### src/source/net_proto_pkg.sv
`default_nettype none

package net_proto_pkg;

    // ******************************
    // field types
    // ******************************
    typedef logic [7:0]  byte_t;    // one gmii byte
    typedef logic [31:0] word_t;    // payload / header word
    typedef logic [15:0] len_t;     // byte counts, length fields
    typedef logic [47:0] mac_t;
    typedef logic [31:0] ipv4_t;
    typedef logic [15:0] port_t;

    // ******************************
    // ethernet
    // ******************************
    localparam byte_t       PREAMBLE_BYTE = 8'h55;
    localparam byte_t       SFD_BYTE      = 8'hd5;
    localparam logic [15:0] ETH_TYPE_IPV4 = 16'h0800;
    localparam len_t        ETH_HDR_BYTES = 16'd14;   // two macs + ethertype

    // ip, udp and the timestamp word behind them
    localparam byte_t IP_PROTO_UDP  = 8'd17;
    localparam len_t  IP_HDR_BYTES  = 16'd20;
    localparam len_t  UDP_HDR_BYTES = 16'd8;
    localparam len_t  STAMP_BYTES   = 16'd4;

    // ip header start through end of timestamp
    localparam len_t IP_UDP_BYTES = IP_HDR_BYTES + UDP_HDR_BYTES + STAMP_BYTES;

    // 46 byte minimum less ip, udp and stamp
    localparam len_t MIN_DATA_BYTES = 16'd14;

endpackage

`default_nettype wire

### src/source/tx_ctrl_pkg.sv
`default_nettype none

package tx_ctrl_pkg;

    // ******************************
    // frame phases, in send order
    // ******************************
    typedef enum logic [2:0] {
        PH_IDLE,
        PH_CSUM,    // ipv4 header checksum
        PH_PRE,     // preamble + sfd
        PH_ETH,
        PH_IP,      // ip header, udp header, stamp
        PH_PAY,     // payload then zero pad
        PH_FCS
    } phase_t;

    typedef logic [15:0] idx_t;    // byte index inside a phase

    localparam idx_t CSUM_CYCLES = 16'd4;   // add, fold, fold, invert
    localparam idx_t PRE_BYTES   = 16'd8;
    localparam idx_t FCS_BYTES   = 16'd4;

endpackage

`default_nettype wire

### src/source/frame_sequencer.sv
`default_nettype none

module frame_sequencer (
    input  logic                clk,
    input  logic                rst_n,
    input  logic                start_valid,
    input  logic                csum_done,
    input  net_proto_pkg::len_t pay_len,
    output logic                start_ready,
    output logic                frame_start,
    output logic                frame_end,
    output logic                tx_done,
    output tx_ctrl_pkg::phase_t phase,
    output tx_ctrl_pkg::idx_t   idx
);
    import net_proto_pkg::*;
    import tx_ctrl_pkg::*;

    logic   launch;       // latch cycle before the checksum
    len_t   pad_len;
    idx_t   last_idx;
    phase_t next_phase;
    logic   last;

    assign pad_len = (pay_len > MIN_DATA_BYTES) ? pay_len : MIN_DATA_BYTES;

    // stays low until tx_done, so one frame in flight
    assign start_ready = (phase == PH_IDLE) && !launch && !frame_end;
    assign frame_start = start_valid && start_ready;

    // ******************************
    // phase length and successor
    // ******************************
    always_comb begin
        case (phase)
            PH_PRE: begin
                last_idx   = PRE_BYTES - 16'd1;
                next_phase = PH_ETH;
            end
            PH_ETH: begin
                last_idx   = ETH_HDR_BYTES - 16'd1;
                next_phase = PH_IP;
            end
            PH_IP: begin
                last_idx   = IP_UDP_BYTES - 16'd1;
                next_phase = PH_PAY;
            end
            PH_PAY: begin
                last_idx   = pad_len - 16'd1;   // short payloads get padded
                next_phase = PH_FCS;
            end
            default: begin
                last_idx   = FCS_BYTES - 16'd1;
                next_phase = PH_IDLE;
            end
        endcase
    end

    assign last = (idx == last_idx);

    always_ff @(posedge clk or negedge rst_n) begin
        if (!rst_n) begin
            phase     <= PH_IDLE;
            idx       <= '0;
            launch    <= 1'b0;
            frame_end <= 1'b0;
            tx_done   <= 1'b0;
        end else begin
            launch    <= frame_start;
            frame_end <= (phase == PH_FCS) && last;   // lines up with last gmii byte
            tx_done   <= frame_end;
            case (phase)
                PH_IDLE: begin
                    idx <= '0;
                    if (launch)
                        phase <= PH_CSUM;
                end
                PH_CSUM: begin
                    if (csum_done) begin
                        phase <= PH_PRE;
                        idx   <= '0;
                    end else begin
                        idx <= idx + 16'd1;
                    end
                end
                default: begin
                    if (last) begin
                        phase <= next_phase;
                        idx   <= '0;
                    end else begin
                        idx <= idx + 16'd1;
                    end
                end
            endcase
        end
    end

endmodule

`default_nettype wire

### src/source/frame_header.sv
`default_nettype none

module frame_header #(
    parameter net_proto_pkg::port_t SRC_PORT     = 16'd1234,
    parameter net_proto_pkg::port_t DST_PORT_MIN = 16'd1234,
    parameter net_proto_pkg::port_t DST_PORT_MAX = 16'd1239
) (
    input  logic                  clk,
    input  logic                  rst_n,
    input  logic                  frame_start,
    input  logic                  frame_end,
    input  net_proto_pkg::len_t   byte_num,
    input  net_proto_pkg::mac_t   des_mac,
    input  net_proto_pkg::ipv4_t  des_ip,
    input  net_proto_pkg::mac_t   board_mac,
    input  net_proto_pkg::ipv4_t  board_ip,
    input  tx_ctrl_pkg::phase_t   phase,
    input  tx_ctrl_pkg::idx_t     idx,
    output net_proto_pkg::len_t   pay_len,
    output logic                  csum_done,
    output net_proto_pkg::byte_t  hdr_byte
);
    import net_proto_pkg::*;
    import tx_ctrl_pkg::*;

    localparam logic [15:0] VER_TOS   = 16'h4500;   // v4, ihl 5, tos 0
    localparam logic [15:0] FLAGS_DF  = 16'h4000;
    localparam logic [15:0] TTL_PROTO = {8'h40, IP_PROTO_UDP};
    localparam len_t        UDP_ADD   = UDP_HDR_BYTES + STAMP_BYTES;

    mac_t         des_mac_q;
    mac_t         board_mac_q;
    ipv4_t        des_ip_q;
    ipv4_t        board_ip_q;
    len_t         ip_len;
    len_t         udp_len;
    logic [15:0]  ip_id;
    port_t        dst_port;
    word_t        frame_cnt;     // timestamp, frames sent
    logic [31:0]  hw_sum;
    logic [31:0]  csum_acc;
    logic [15:0]  ip_csum;
    logic [111:0] eth_vec;
    logic [255:0] ip_vec;
    logic [6:0]   eth_bit;
    logic [7:0]   ip_bit;

    always_ff @(posedge clk) begin
        if (frame_start) begin
            des_mac_q   <= des_mac;
            board_mac_q <= board_mac;
            des_ip_q    <= des_ip;
            board_ip_q  <= board_ip;
            ip_len      <= byte_num + IP_UDP_BYTES;
            udp_len     <= byte_num + UDP_ADD;
        end
    end

    always_ff @(posedge clk or negedge rst_n) begin
        if (!rst_n) begin
            pay_len   <= '0;
            ip_id     <= '0;
            dst_port  <= DST_PORT_MIN;
            frame_cnt <= '0;
        end else begin
            if (frame_start)
                pay_len <= byte_num;
            if (frame_end) begin
                ip_id     <= ip_id + 16'd1;
                dst_port  <= (dst_port >= DST_PORT_MAX) ? DST_PORT_MIN : dst_port + 16'd1;
                frame_cnt <= frame_cnt + 32'd1;
            end
        end
    end

    // ******************************
    // ipv4 header checksum
    // ******************************
    assign hw_sum = 32'(VER_TOS) + 32'(ip_len) + 32'(ip_id) + 32'(FLAGS_DF)
                  + 32'(TTL_PROTO) + 32'(board_ip_q[31:16]) + 32'(board_ip_q[15:0])
                  + 32'(des_ip_q[31:16]) + 32'(des_ip_q[15:0]);

    always_ff @(posedge clk) begin
        if (phase == PH_CSUM) begin
            case (idx[1:0])
                2'd0:       csum_acc <= hw_sum;
                2'd1, 2'd2: csum_acc <= 32'(csum_acc[31:16]) + 32'(csum_acc[15:0]);
                default:    ip_csum  <= ~csum_acc[15:0];
            endcase
        end
    end

    assign csum_done = (phase == PH_CSUM) && (idx == CSUM_CYCLES - 16'd1);

    // header images, first byte at the top
    assign eth_vec = {des_mac_q, board_mac_q, ETH_TYPE_IPV4};
    assign ip_vec  = {VER_TOS, ip_len, ip_id, FLAGS_DF, TTL_PROTO, ip_csum,
                      board_ip_q, des_ip_q, SRC_PORT, dst_port, udp_len, 16'h0000,
                      frame_cnt};
    assign eth_bit = 7'(8 * (ETH_HDR_BYTES - 16'd1 - idx));
    assign ip_bit  = 8'(8 * (IP_UDP_BYTES - 16'd1 - idx));

    always_comb begin
        case (phase)
            PH_ETH:  hdr_byte = eth_vec[eth_bit +: 8];
            PH_IP:   hdr_byte = ip_vec[ip_bit +: 8];
            default: hdr_byte = 8'h00;
        endcase
    end

endmodule

`default_nettype wire

### src/source/crc32_d8.sv
`default_nettype none

module crc32_d8 (
    input  logic                 clk,
    input  logic                 rst_n,
    input  logic                 crc_clr,
    input  logic                 crc_en,
    input  net_proto_pkg::byte_t crc_byte,
    output net_proto_pkg::word_t crc_state
);
    import net_proto_pkg::*;

    localparam word_t POLY = 32'h04C1_1DB7;

    word_t crc_next;

    // msb-first register, byte fed lsb first
    always_comb begin
        crc_next = crc_state;
        for (int i = 0; i < 8; i++) begin
            if (crc_next[31] ^ crc_byte[i])
                crc_next = {crc_next[30:0], 1'b0} ^ POLY;
            else
                crc_next = {crc_next[30:0], 1'b0};
        end
    end

    always_ff @(posedge clk or negedge rst_n) begin
        if (!rst_n)
            crc_state <= '1;
        else if (crc_clr)
            crc_state <= '1;        // ready for next frame
        else if (crc_en)
            crc_state <= crc_next;
    end

endmodule

`default_nettype wire

### src/source/gmii_byte_mux.sv
`default_nettype none

module gmii_byte_mux (
    input  logic                 clk,
    input  logic                 rst_n,
    input  tx_ctrl_pkg::phase_t  phase,
    input  tx_ctrl_pkg::idx_t    idx,
    input  net_proto_pkg::len_t  pay_len,
    input  net_proto_pkg::byte_t hdr_byte,
    input  net_proto_pkg::word_t crc_state,
    input  net_proto_pkg::word_t data_word,
    output logic                 data_take,
    output logic                 crc_en,
    output logic                 crc_clr,
    output net_proto_pkg::byte_t crc_byte,
    output logic                 gmii_tx_en,
    output net_proto_pkg::byte_t gmii_txd
);
    import net_proto_pkg::*;
    import tx_ctrl_pkg::*;

    logic  in_payload;     // real payload byte, not pad
    logic  in_frame;
    byte_t pay_byte;
    word_t fcs_word;
    byte_t next_byte;

    assign in_payload = (phase == PH_PAY) && (idx < pay_len);
    assign in_frame   = (phase != PH_IDLE) && (phase != PH_CSUM);

    // msb first within a word
    assign pay_byte = in_payload ? data_word[{~idx[1:0], 3'b000} +: 8] : 8'h00;

    // last byte of a word, or the tail of a partial word
    assign data_take = in_payload && ((idx[1:0] == 2'd3) || (idx == pay_len - 16'd1));

    // ******************************
    // fcs = reversed complement
    // ******************************
    assign fcs_word = {<<{~crc_state}};

    always_comb begin
        case (phase)
            PH_PRE:        next_byte = (idx == PRE_BYTES - 16'd1) ? SFD_BYTE : PREAMBLE_BYTE;
            PH_ETH, PH_IP: next_byte = hdr_byte;
            PH_PAY:        next_byte = pay_byte;
            PH_FCS:        next_byte = fcs_word[{idx[1:0], 3'b000} +: 8];  // lsb first
            default:       next_byte = 8'h00;
        endcase
    end

    // crc covers headers, payload and pad
    assign crc_en   = (phase == PH_ETH) || (phase == PH_IP) || (phase == PH_PAY);
    assign crc_byte = next_byte;
    assign crc_clr  = (phase == PH_FCS) && (idx == FCS_BYTES - 16'd1);

    always_ff @(posedge clk or negedge rst_n) begin
        if (!rst_n) begin
            gmii_tx_en <= 1'b0;
            gmii_txd   <= 8'h00;
        end else begin
            gmii_tx_en <= in_frame;
            gmii_txd   <= next_byte;
        end
    end

endmodule

`default_nettype wire

### src/source/udp_gmii_tx.sv
`default_nettype none

module udp_gmii_tx #(
    parameter net_proto_pkg::port_t SRC_PORT     = 16'd1234,
    parameter net_proto_pkg::port_t DST_PORT_MIN = 16'd1234,
    parameter net_proto_pkg::port_t DST_PORT_MAX = 16'd1239
) (
    input  logic                  clk,
    input  logic                  rst_n,
    input  logic                  start_valid,
    input  net_proto_pkg::len_t   byte_num,
    input  net_proto_pkg::mac_t   des_mac,
    input  net_proto_pkg::ipv4_t  des_ip,
    input  net_proto_pkg::mac_t   board_mac,
    input  net_proto_pkg::ipv4_t  board_ip,
    input  net_proto_pkg::word_t  data_word,
    output logic                  start_ready,
    output logic                  data_take,
    output logic                  gmii_tx_en,
    output net_proto_pkg::byte_t  gmii_txd,
    output logic                  tx_done
);
    import net_proto_pkg::*;
    import tx_ctrl_pkg::*;

    phase_t phase;
    idx_t   idx;
    logic   frame_start;
    logic   frame_end;
    logic   csum_done;
    len_t   pay_len;
    byte_t  hdr_byte;
    logic   crc_en;
    logic   crc_clr;
    byte_t  crc_byte;
    word_t  crc_state;

    frame_sequencer u_seq (
        .clk(clk), .rst_n(rst_n), .start_valid(start_valid), .csum_done(csum_done),
        .pay_len(pay_len), .start_ready(start_ready), .frame_start(frame_start),
        .frame_end(frame_end), .tx_done(tx_done), .phase(phase), .idx(idx)
    );

    frame_header #(
        .SRC_PORT(SRC_PORT), .DST_PORT_MIN(DST_PORT_MIN), .DST_PORT_MAX(DST_PORT_MAX)
    ) u_hdr (
        .clk(clk), .rst_n(rst_n), .frame_start(frame_start), .frame_end(frame_end),
        .byte_num(byte_num), .des_mac(des_mac), .des_ip(des_ip), .board_mac(board_mac),
        .board_ip(board_ip), .phase(phase), .idx(idx), .pay_len(pay_len),
        .csum_done(csum_done), .hdr_byte(hdr_byte)
    );

    crc32_d8 u_crc (
        .clk(clk), .rst_n(rst_n), .crc_clr(crc_clr), .crc_en(crc_en),
        .crc_byte(crc_byte), .crc_state(crc_state)
    );

    gmii_byte_mux u_mux (
        .clk(clk), .rst_n(rst_n), .phase(phase), .idx(idx), .pay_len(pay_len),
        .hdr_byte(hdr_byte), .crc_state(crc_state), .data_word(data_word),
        .data_take(data_take), .crc_en(crc_en), .crc_clr(crc_clr), .crc_byte(crc_byte),
        .gmii_tx_en(gmii_tx_en), .gmii_txd(gmii_txd)
    );

endmodule

`default_nettype wire

### config.mk
export PLATFORM = sky130hd
export DESIGN_NAME = udp_gmii_tx
export DESIGN_NICKNAME = d
export VERILOG_FILES = /design/src/source/net_proto_pkg.sv /design/src/source/tx_ctrl_pkg.sv /design/src/source/frame_sequencer.sv /design/src/source/frame_header.sv /design/src/source/crc32_d8.sv /design/src/source/gmii_byte_mux.sv /design/src/source/udp_gmii_tx.sv
export SDC_FILE = /design/constraint.sdc
export NUM_CORES = 1
export LEC_CHECK = 0
export BUFFER_PORTS_ARGS = -buffer_cell sky130_fd_sc_hd__buf_4
export CAP_MARGIN = 20
export CORE_AREA = 2 2 243 245
export DETAILED_ROUTE_END_ITERATION = 10
export DIE_AREA = 0 0 245 247
export GPL_TIMING_DRIVEN = 1
export PLACE_DENSITY_LB_ADDON = 0.3
export SKIP_CTS_REPAIR_TIMING = 1
export SLEW_MARGIN = 0
export SYNTH_ARGS = -nofsm -noshare
export SYNTH_HDL_FRONTEND = slang
export SYNTH_HIERARCHICAL = 1
export SYNTH_SLANG_ARGS = --single-unit
export TNS_END_PERCENT = 10
### constraint.sdc
create_clock -name clk -period 18.4 [get_ports clk]
set_clock_uncertainty 0.15 [all_clocks]
set_input_delay 2.76 -clock clk [delete_from_list [all_inputs] [get_ports clk]]
set_output_delay 2.76 -clock clk [all_outputs]
set_load 0.05 [all_outputs]
### Yosys cells after proc, flatten, opt, wreduce, memory -nomap -nowiden

Index checks and enable logic that the tools add are counted.

* flip-flop bits (word level): 383
* bits in latches: 0
* memory bits (writable): 0
* bits in read-only memories: 0
* output and inout port bits: 12
* logic and storage cells: 134
* memories kept: 0

* add/sub/neg operators: 19
* multipliers: 0
* div/mod/pow operators: 0
* $lt $le $gt $ge: 3
* equal/unequal tests: 16
* shift-type cells: 4
* mux-type cells: 26
* bitwise gates (word level): 20
* reductions and logical operators: 26

Operators with widths (count)
* $shiftx 256x9->8: 1
* $mux 27: 8
* $add 32x16->32: 5
* $not 14->14: 8
* $shiftx 112x8->8: 1
* $add 32x15->32 const B: 2
* $mux 16: 4
* $mux 32: 2
* $pmux 16 s4: 1
* $pmux 32 s2: 1
* $shiftx 32x6->8: 2
* $add 16x1->16 const B: 3
* $add 32x1->32 const B: 1
* $eq 16x16->1: 2
* $not 32->32: 1
* $pmux 16 s2: 1
* $pmux 8 s4: 1
* $sub 16x1->16 const B: 2
* $add 15x16->17 const A: 1
* $add 16x16->17: 1
* $add 16x4->16 const B: 1
* $add 16x6->16 const B: 1
* $eq 16x2->1 const B: 1
* $eq 16x3->1 const B: 1
* 33 further kinds: 62

### Depth between registers and ports, before layout

Gate-level depths: netlist of the first run.

* depth after elaboration: 22
* mapped depth: 18
* mapped depth without buffers: 18

### By module

The synthesis of the first run kept the hierarchy.

Modules (own cells, without submodules)
* frame_header: instances 1, cells an instance 1369, area an instance 17003.8 um2, seq. area each 8794.7 um2
* crc32_d8: instances 1, cells an instance 170, area an instance 2252.2 um2, seq. area each 840.8 um2
* frame_sequencer: instances 1, cells an instance 232, area an instance 1904.3 um2, seq. area each 550.5 um2
* gmii_byte_mux: instances 1, cells an instance 214, area an instance 1855.5 um2, seq. area each 225.2 um2

### Least setup slack after synthesis of the first run

No wires, ideal clock.

* path type: input-to-reg
* from: input start_valid
* to: register u_hdr.pay_len[10]
* library setup time: 0.125 ns
* data arrival time: 8.230 ns
* required time: 18.125 ns
* setup slack: 9.895 ns
* stages: 4
* buffers on the path: 2
* path through: and2_1 -> clkbuf_1 -> clkbuf_1 -> mux2_2

* longest elaborated chain between the ends: 1

RTL lines
* start: declaration: line udp_gmii_tx.sv:10 `input logic start_valid,`
* $logic_and 1x1->1: line frame_sequencer.sv:29 `assign frame_start = start_valid && start_ready;`
* end signal: assignment: line frame_header.sv:67 `pay_len <= byte_num;`
* end: declaration: line frame_header.sv:19 `output net_proto_pkg::len_t pay_len,`

Every way passes these cells.
A chain may end at the register's enable or synchronous reset.

### Worst setup path in the final report of the first run

* from: register u_seq.phase[0]
* to: output data_take

* longest elaborated chain between the ends: 3

RTL lines
* start: declaration: line frame_sequencer.sv:13 `output tx_ctrl_pkg::phase_t phase,`
* start signal: assignment: line frame_sequencer.sv:88 `phase <= next_phase;`
* $eq 3x3->1: line gmii_byte_mux.sv:28 `assign in_payload = (phase == PH_PAY) && (idx < pay_len);`
* $logic_and 1x1->1: line gmii_byte_mux.sv:28
* $logic_and 1x1->1: line gmii_byte_mux.sv:35 `assign data_take = in_payload && ((idx[1:0] == 2'd3) || (idx == pay_len - 16'd1));`
* end: declaration: line udp_gmii_tx.sv:18 `output logic data_take,`

Every way passes these cells.

==> reports/metrics.csv, run 1 <==
metric,value,unit
worst r2r dst,u_crc/crc_state[5]$_DFFE_PN1P_,
Area Growth Syn to Fin,16.5,%
Worst setup SP type,flop,
nets,2529,
Max H-tree Level,2,
number of global-route vias before repair,16650,
yosys warns,6,
Seq cells post-synth,369,
power per cell area,162,nW/um^2
row count,89,
pre-CTS setup slack,12.49,ns
Crit Path Category,reg2out,
DRC,0,
VDD IR max,0.128,mV
leading area contributor after synthesis,edfxtp_1,
routability congestion estimate,0.887,
grt ovf,0,
Fillers,5270,
drt first pass iters,6,
outcome,"complete, no violations",
Hold Crit Depth,1,
Clock Sinks,369,
Mapped Area,23000,um^2
RSZ-0062 raised after global routing,no,
CTS root buffer,clkbuf_16,
Setup TNS Final,0,ns
register area share after synthesis,45.2,%
most used routing layer,met2,
async set-or-reset flop fraction in the synthesized netlist,38.8,%
number of diodes,0,
cts bufs inserted,42,
Die Height,247,um
worst hold path type,reg2reg,
post-synthesis cell type count,104,
post-route clock period utilization,34.9,%
final hold vios,0,
via/cell ratio,5.47,
"Setup violations, final",0,
Clock Pin Slew Worst Setup and Hold Paths,0.06,ns
Via Count,16364,
I/O Buffers,222,
worst reg2reg setup slack,12.83,ns
Detailed Route Iter0 Violations,1349,
largest net degree at the start of global routing,103,
max cap viols,0,
post-DR wirelength/cell,21.1,um
DRT antenna net count,0,
Post-DP HPWL,46900,um
Global Route Usage Sum,21.0,%
Worst Slack Setup Final,11.98,ns
worst skew pair latency,0.60,ns
fraction of layout instances using a drive strength above 1,21.9,%
f_max,0.156,GHz
Crit path arrival time,3.51,ns
Setup crit start,u_seq/phase[0]$_DFFE_PN0P_,
syn avg cell area,11.6,um^2
reg2reg start,u_seq/idx[1]$_DFF_PN0_,
leakage power,11.1,nW
antenna violations before repair,3,
Gate Count Post-Synth,1985,
core area,58200,um^2
hold path start,u_hdr/frame_cnt[14]$_DFFE_PN0P_,
Worst R2R Path Depth,13,
WHS Endpoint,u_hdr/frame_cnt[14]$_DFFE_PN0P_,
met1 Usage GRT,28.0,%
GRT met3 Usage,4.04,%
Horiz. Die Dim,245,um
Total Wirelength,63100,um
Worst slew margin,27.6,%
largest fanout on the critical path,28,
Crit path required time,15.49,ns
Area contributors post-synth,"edfxtp_1 (29%), dfrtp_1 (12%), mux4_2 (5.6%), fa_1 (5.5%), xnor2_1 (4.4%)",
Mapped Nets,2328,
post-layout min period,6.42,ns
initial core utilization,39.5,%
CTS Buffer Depth,3,
Ports,223,
CTS tree,yes,
top-area cell type share of the netlist area,29.5,%
"Slew Viols, Final",0,
M2 GR Usage,34.0,%
main flop type after synthesis,edfxtp_1,
CP Capture Type,primary output,
first-pass GRT wire length,97700,um
"EDFF count, synth",226,
full die area,60500,um^2
Worst Max-Slew Pin Slew,1.09,ns
critical path, cell delays in order, from the launching register on:
cell	delay, ns
dfrtp_1	1.02
inv_1	0.39
nor4_2	0.90
o211ai_1	0.22
o22ai_2	0.17
buf_4	0.23
cells in the final DEF (no fill, tap or decap), types with 9 or more instances in the layout:
cell	count
a211oi_1	11
nor2_1	100
dfstp_2	37
and3_1	26
buf_4	235
xnor2_1	116
a211o_1	21
xnor3_1	17
o211ai_1	15
or3_1	12
nand4_1	29
nor4_1	19
o21ai_0	66
a31oi_1	14
fa_1	63
mux2_2	32
mux2i_1	39
nand2_1	120
nor3_1	35
clkbuf_1	11
clkbuf_16	43
inv_1	236
nand3_1	61
a21o_1	10
nor2b_1	26
edfxtp_1	226
a21oi_1	79
xor2_1	60
xnor2_2	9
nand2b_1	10
dfrtp_1	104
mux4_2	57
o22ai_1	17
o21ai_1	11
ha_1	69
cell type report:
cell class / count / area (um^2) / area share, %
clock buffer: 61 / 1210 / 4.53
tap: 773 / 967 / 3.61
multi-input combinational: 1298 / 11300 / 42.0
clock inverter: 17 / 277 / 1.03
inverter: 238 / 893 / 3.33
sequential: 369 / 10400 / 38.8
timing repair buffer: 237 / 1800 / 6.69
cells by family after synthesis:
group	count (synthesis)	share of synthesized area [%]
flip-flops	369	45.2
AO/OA/AOI/OAI	337	9.94
XOR/XNOR	210	9.81
AND/OR/NAND/NOR	489	10.9
adder cells (fa/ha/maj)	132	9.23
multiplexers	130	8.94
buffers and inverters	318	5.90
flip-flops by register name (all words and copies together), names as in the netlist, 20 cells and up:
register,count
u_hdr/board_mac_q,48
u_hdr/frame_cnt,32
u_crc/crc_state,32
u_hdr/des_ip_q,32
u_hdr/des_mac_q,48
u_hdr/csum_acc,20
u_hdr/board_ip_q,32
layer usage:
layer  part of all wire [%]  wire length (um)
met5                  0.043                27
met4                    3.8              2390
met3                    6.3              3970
met2                     48             30000
met1                     42             26700
per-stage QoR:
step | hold WS, ns | instances | power (mW) | area (um^2) | util, %
after global placement | 0.321 | 2915 | 3.43 | 25300 | 43.5
after global routing | 0.371 | 2993 | 4.62 | 26800 | 46.0
after CTS | 0.341 | 2993 | 4.37 | 26800 | 46.0
after floorplan | 0.227 | 1985 | 2.94 | 23000 | -
final | 0.345 | 2993 | 4.35 | 26800 | 46.0
after detailed placement | 0.333 | 2915 | 3.46 | 25300 | 43.5
synth_stat cells, drive strengths merged (17+ instances only):
cell	instances
a211o	21
a21oi	82
and3	26
buf	36
clkbuf	44
dfrtp	106
dfstp	37
edfxtp	226
fa	63
ha	69
inv	236
mux2	34
mux2i	39
mux4	57
nand2	121
nand3	62
nand4	30
nor2	101
nor2b	26
nor3	38
nor4	24
o21ai	78
o22ai	18
xnor2	128
xnor3	17
xor2	62
worst max-delay path by stage:
| stage | to | slack (ns) |
|---|---|---|
| final | data_take | 11.98 |
| after global routing | data_take | 11.80 |
| after CTS | data_take | 12.01 |
| after detailed placement | u_hdr/board_mac_q[19]$_DFFE_PP_ | 12.49 |
| after global placement | u_hdr/des_mac_q[11]$_DFFE_PP_ | 12.56 |
| after floorplan | u_hdr/pay_len[10]$_DFFE_PN0P_ | 9.90 |
where the power goes:
part | internal (mW) | total (mW) | switching (mW)
combinational | 1.08 | 2.25 | 1.17
sequential | 1.03 | 1.20 | 0.168
clock | 0.534 | 0.894 | 0.360
total | 2.65 | 4.35 | 1.70
No activity file was read; power rests on OpenSTA's default activity.
==> run 2: changes to the inputs <==
- clock period: 18.4 -> 5.7 ns (I/O delays scaled with it)
==> run 2 against run 1 <==
Against the previous run:
- register-to-register slack worse by 12 ns
- largest cell class unchanged
- combinational power increased to 3.4 times the previous value
- sequential power grew to 3.2 times the previous value
- clock power increased to 3.2 times the previous value
- cell count is 0.84% higher
- non-clock buffer count rose by 23
- global-route usage increased by 0.48 points
- wire length increased by 2.6%
==> reports/metrics.csv, run 2 (synthesis gave the netlist of run 1 again) <==
metric,value,unit
Total Wirelength,64700,um
hold_ws,0.0283,ns
Total Power,14.5,mW
Fillers,5212,
initial core utilization,39.5,%
outcome,"complete, no violations",
worst r2r dst,u_seq/idx[1]$_DFF_PN0_,
Area Growth Syn to Fin,17.4,%
Crit path arrival time,5.37,ns
CP max-delay cell,or4_1,
routability congestion estimate,0.870,
most frequent cells in the layout,"buf_4 (255), inv_1 (236), edfxtp_1 (226), nand2_1 (120), xnor2_1 (116)",
final instance area,27000,um^2
Horiz. Die Dim,245,um
drt first pass iters,6,
number of global-route vias before repair,16746,
utilization after layout,46.4,%
worst reg2reg setup slack,0.61,ns
Detailed Route Iter0 Violations,1458,
worst hold path type,in2async,
"Slew Viols, Final",0,
full die area,60500,um^2
CP Buf/Inv Count,2,
Crit path depth,16,
row count,89,
nets,2552,
Post-DP HPWL,49200,um
Clock Sinks,369,
CP endpoint,u_seq/idx[1]$_DFF_PN0_,
leakage power,11.2,nW
"delay-heaviest family, CP",simple AND/OR/NAND/NOR gates,
CP Capture Type,flop,
Crit Path Category,reg2reg,
Worst R2R Path Depth,16,
"most used cell, CP",nand2_1,
Setup TNS Final,0,ns
"Critical Path, Cell by Cell","or4_1, nor4_2, buf_4, nand2_1, nand2_1, ha_1, nor3b_1, buf_4, nand2_1, or3_1, xor2_1, o311ai_0, a211oi_1, o2111ai_4, o21ai_4, nor2_1",
fraction of layout instances using a drive strength above 1,22.8,%
Global Route Usage Sum,21.5,%
CTS Buffer Depth,3,
RSZ-0062 raised after global routing,no,
Clock Pin Slew Worst Setup and Hold Paths,0.06,ns
cts bufs inserted,42,
I/O Buffers,222,
Via Count,16489,
Ports,223,
worst skew pair latency,0.60,ns
max cap viols,0,
Die Height,247,um
antenna violations before repair,3,
first-pass GRT wire length,99500,um
power per cell area,536,nW/um^2
Setup crit start,u_hdr/pay_len[8]$_DFFE_PN0P_,
"Setup violations, final",0,
final hold vios,0,
core area,58200,um^2
"most common cell after layout, fill and taps aside",buf_4,
DRT antenna net count,0,
Worst slew margin,35.8,%
Worst Max-Slew Pin Slew,0.955,ns
DRC,0,
CTS root buffer,clkbuf_16,
largest fanout on the critical path,16,
largest net degree at the start of global routing,84,
reg2reg start,u_hdr/pay_len[8]$_DFFE_PN0P_,
Worst setup SP type,flop,
CTS tree,yes,
post-route clock period utilization,89.4,%
CP max stage delay,0.67,ns
f_max,0.196,GHz
Max H-tree Level,2,
Crit path required time,5.98,ns
Top Registers,"u_hdr/board_mac_q x48, u_hdr/des_mac_q x48",
grt ovf,0,
Placement Cell Area,25500,um^2
post-layout min period,5.09,ns
VDD IR max,0.439,mV
post-DR wirelength/cell,21.4,um
via/cell ratio,5.46,
## run 2: worst min path at each step
stage / from / end / slack, ns / depth (start not counted)
after global placement: u_hdr/frame_cnt[31]$_DFFE_PN0P_ / u_hdr/frame_cnt[31]$_DFFE_PN0P_ / 0.30 / 1
final: rst_n / u_mux/gmii_txd[0]$_DFF_PN0_ / 0.03 / 1
after floorplan: u_seq/frame_end$_DFF_PN0_ / u_seq/tx_done$_DFF_PN0_ / 0.24 / 0
after detailed placement: u_hdr/frame_cnt[31]$_DFFE_PN0P_ / u_hdr/frame_cnt[31]$_DFFE_PN0P_ / 0.31 / 1
after CTS: rst_n / u_mux/gmii_txd[0]$_DFF_PN0_ / 0.01 / 1
after global routing: rst_n / u_mux/gmii_txd[0]$_DFF_PN0_ / 0.04 / 1
## run 2: layout make-up
type                    count  area (um^2)  share of cell area (%)
diodes                      2         5.00                  0.0185
clock buffers              48         1090                    4.05
clock inverters            30          373                    1.38
inverters                 238          893                    3.31
multi-input cells        1298        11300                    41.7
flip-flops and latches    369        10400                    38.6
well taps                 773          967                    3.58
repair buffers            260         2010                    7.42
## run 2: power breakdown
group	total (mW)	leakage (nW)	switching, mW	internal (mW)
logic	7.75	6.66	4.03	3.72
clock network	2.86	0.714	1.19	1.68
registers	3.86	3.83	0.520	3.34
total	14.5	11.2	5.74	8.74
## run 2: worst reg2reg max path: stages (launching register included)
cell and delay (ns):
dfrtp_1 0.55, or4_1 0.67, nor4_2 0.27, buf_4 0.20, nand2_1 0.09, nand2_1 0.08, ha_1 0.25, nor3b_1 0.20
buf_4 0.17, nand2_1 0.11, or3_1 0.39, xor2_1 0.19, o311ai_0 0.14, a211oi_1 0.45, o2111ai_4 0.31, o21ai_4 0.50
nor2_1 0.21
## run 2: routing by layer
layer  routed length (um)  GRT usage, %  up-vias
met3                 4390          4.51      113
met1                27100          28.6     8252
met2                30800          34.5      568
met5                   13             0        -
li1                     -             -     7554
met4                 2470          8.27        2
## run 2: through the flow
step	cells	setup WS (ns)
floorplan	1985	0.905
global placement	2938	0.783
detailed placement	2938	0.668
CTS	3016	0.670
global route	3016	0.307
finish	3018	0.606
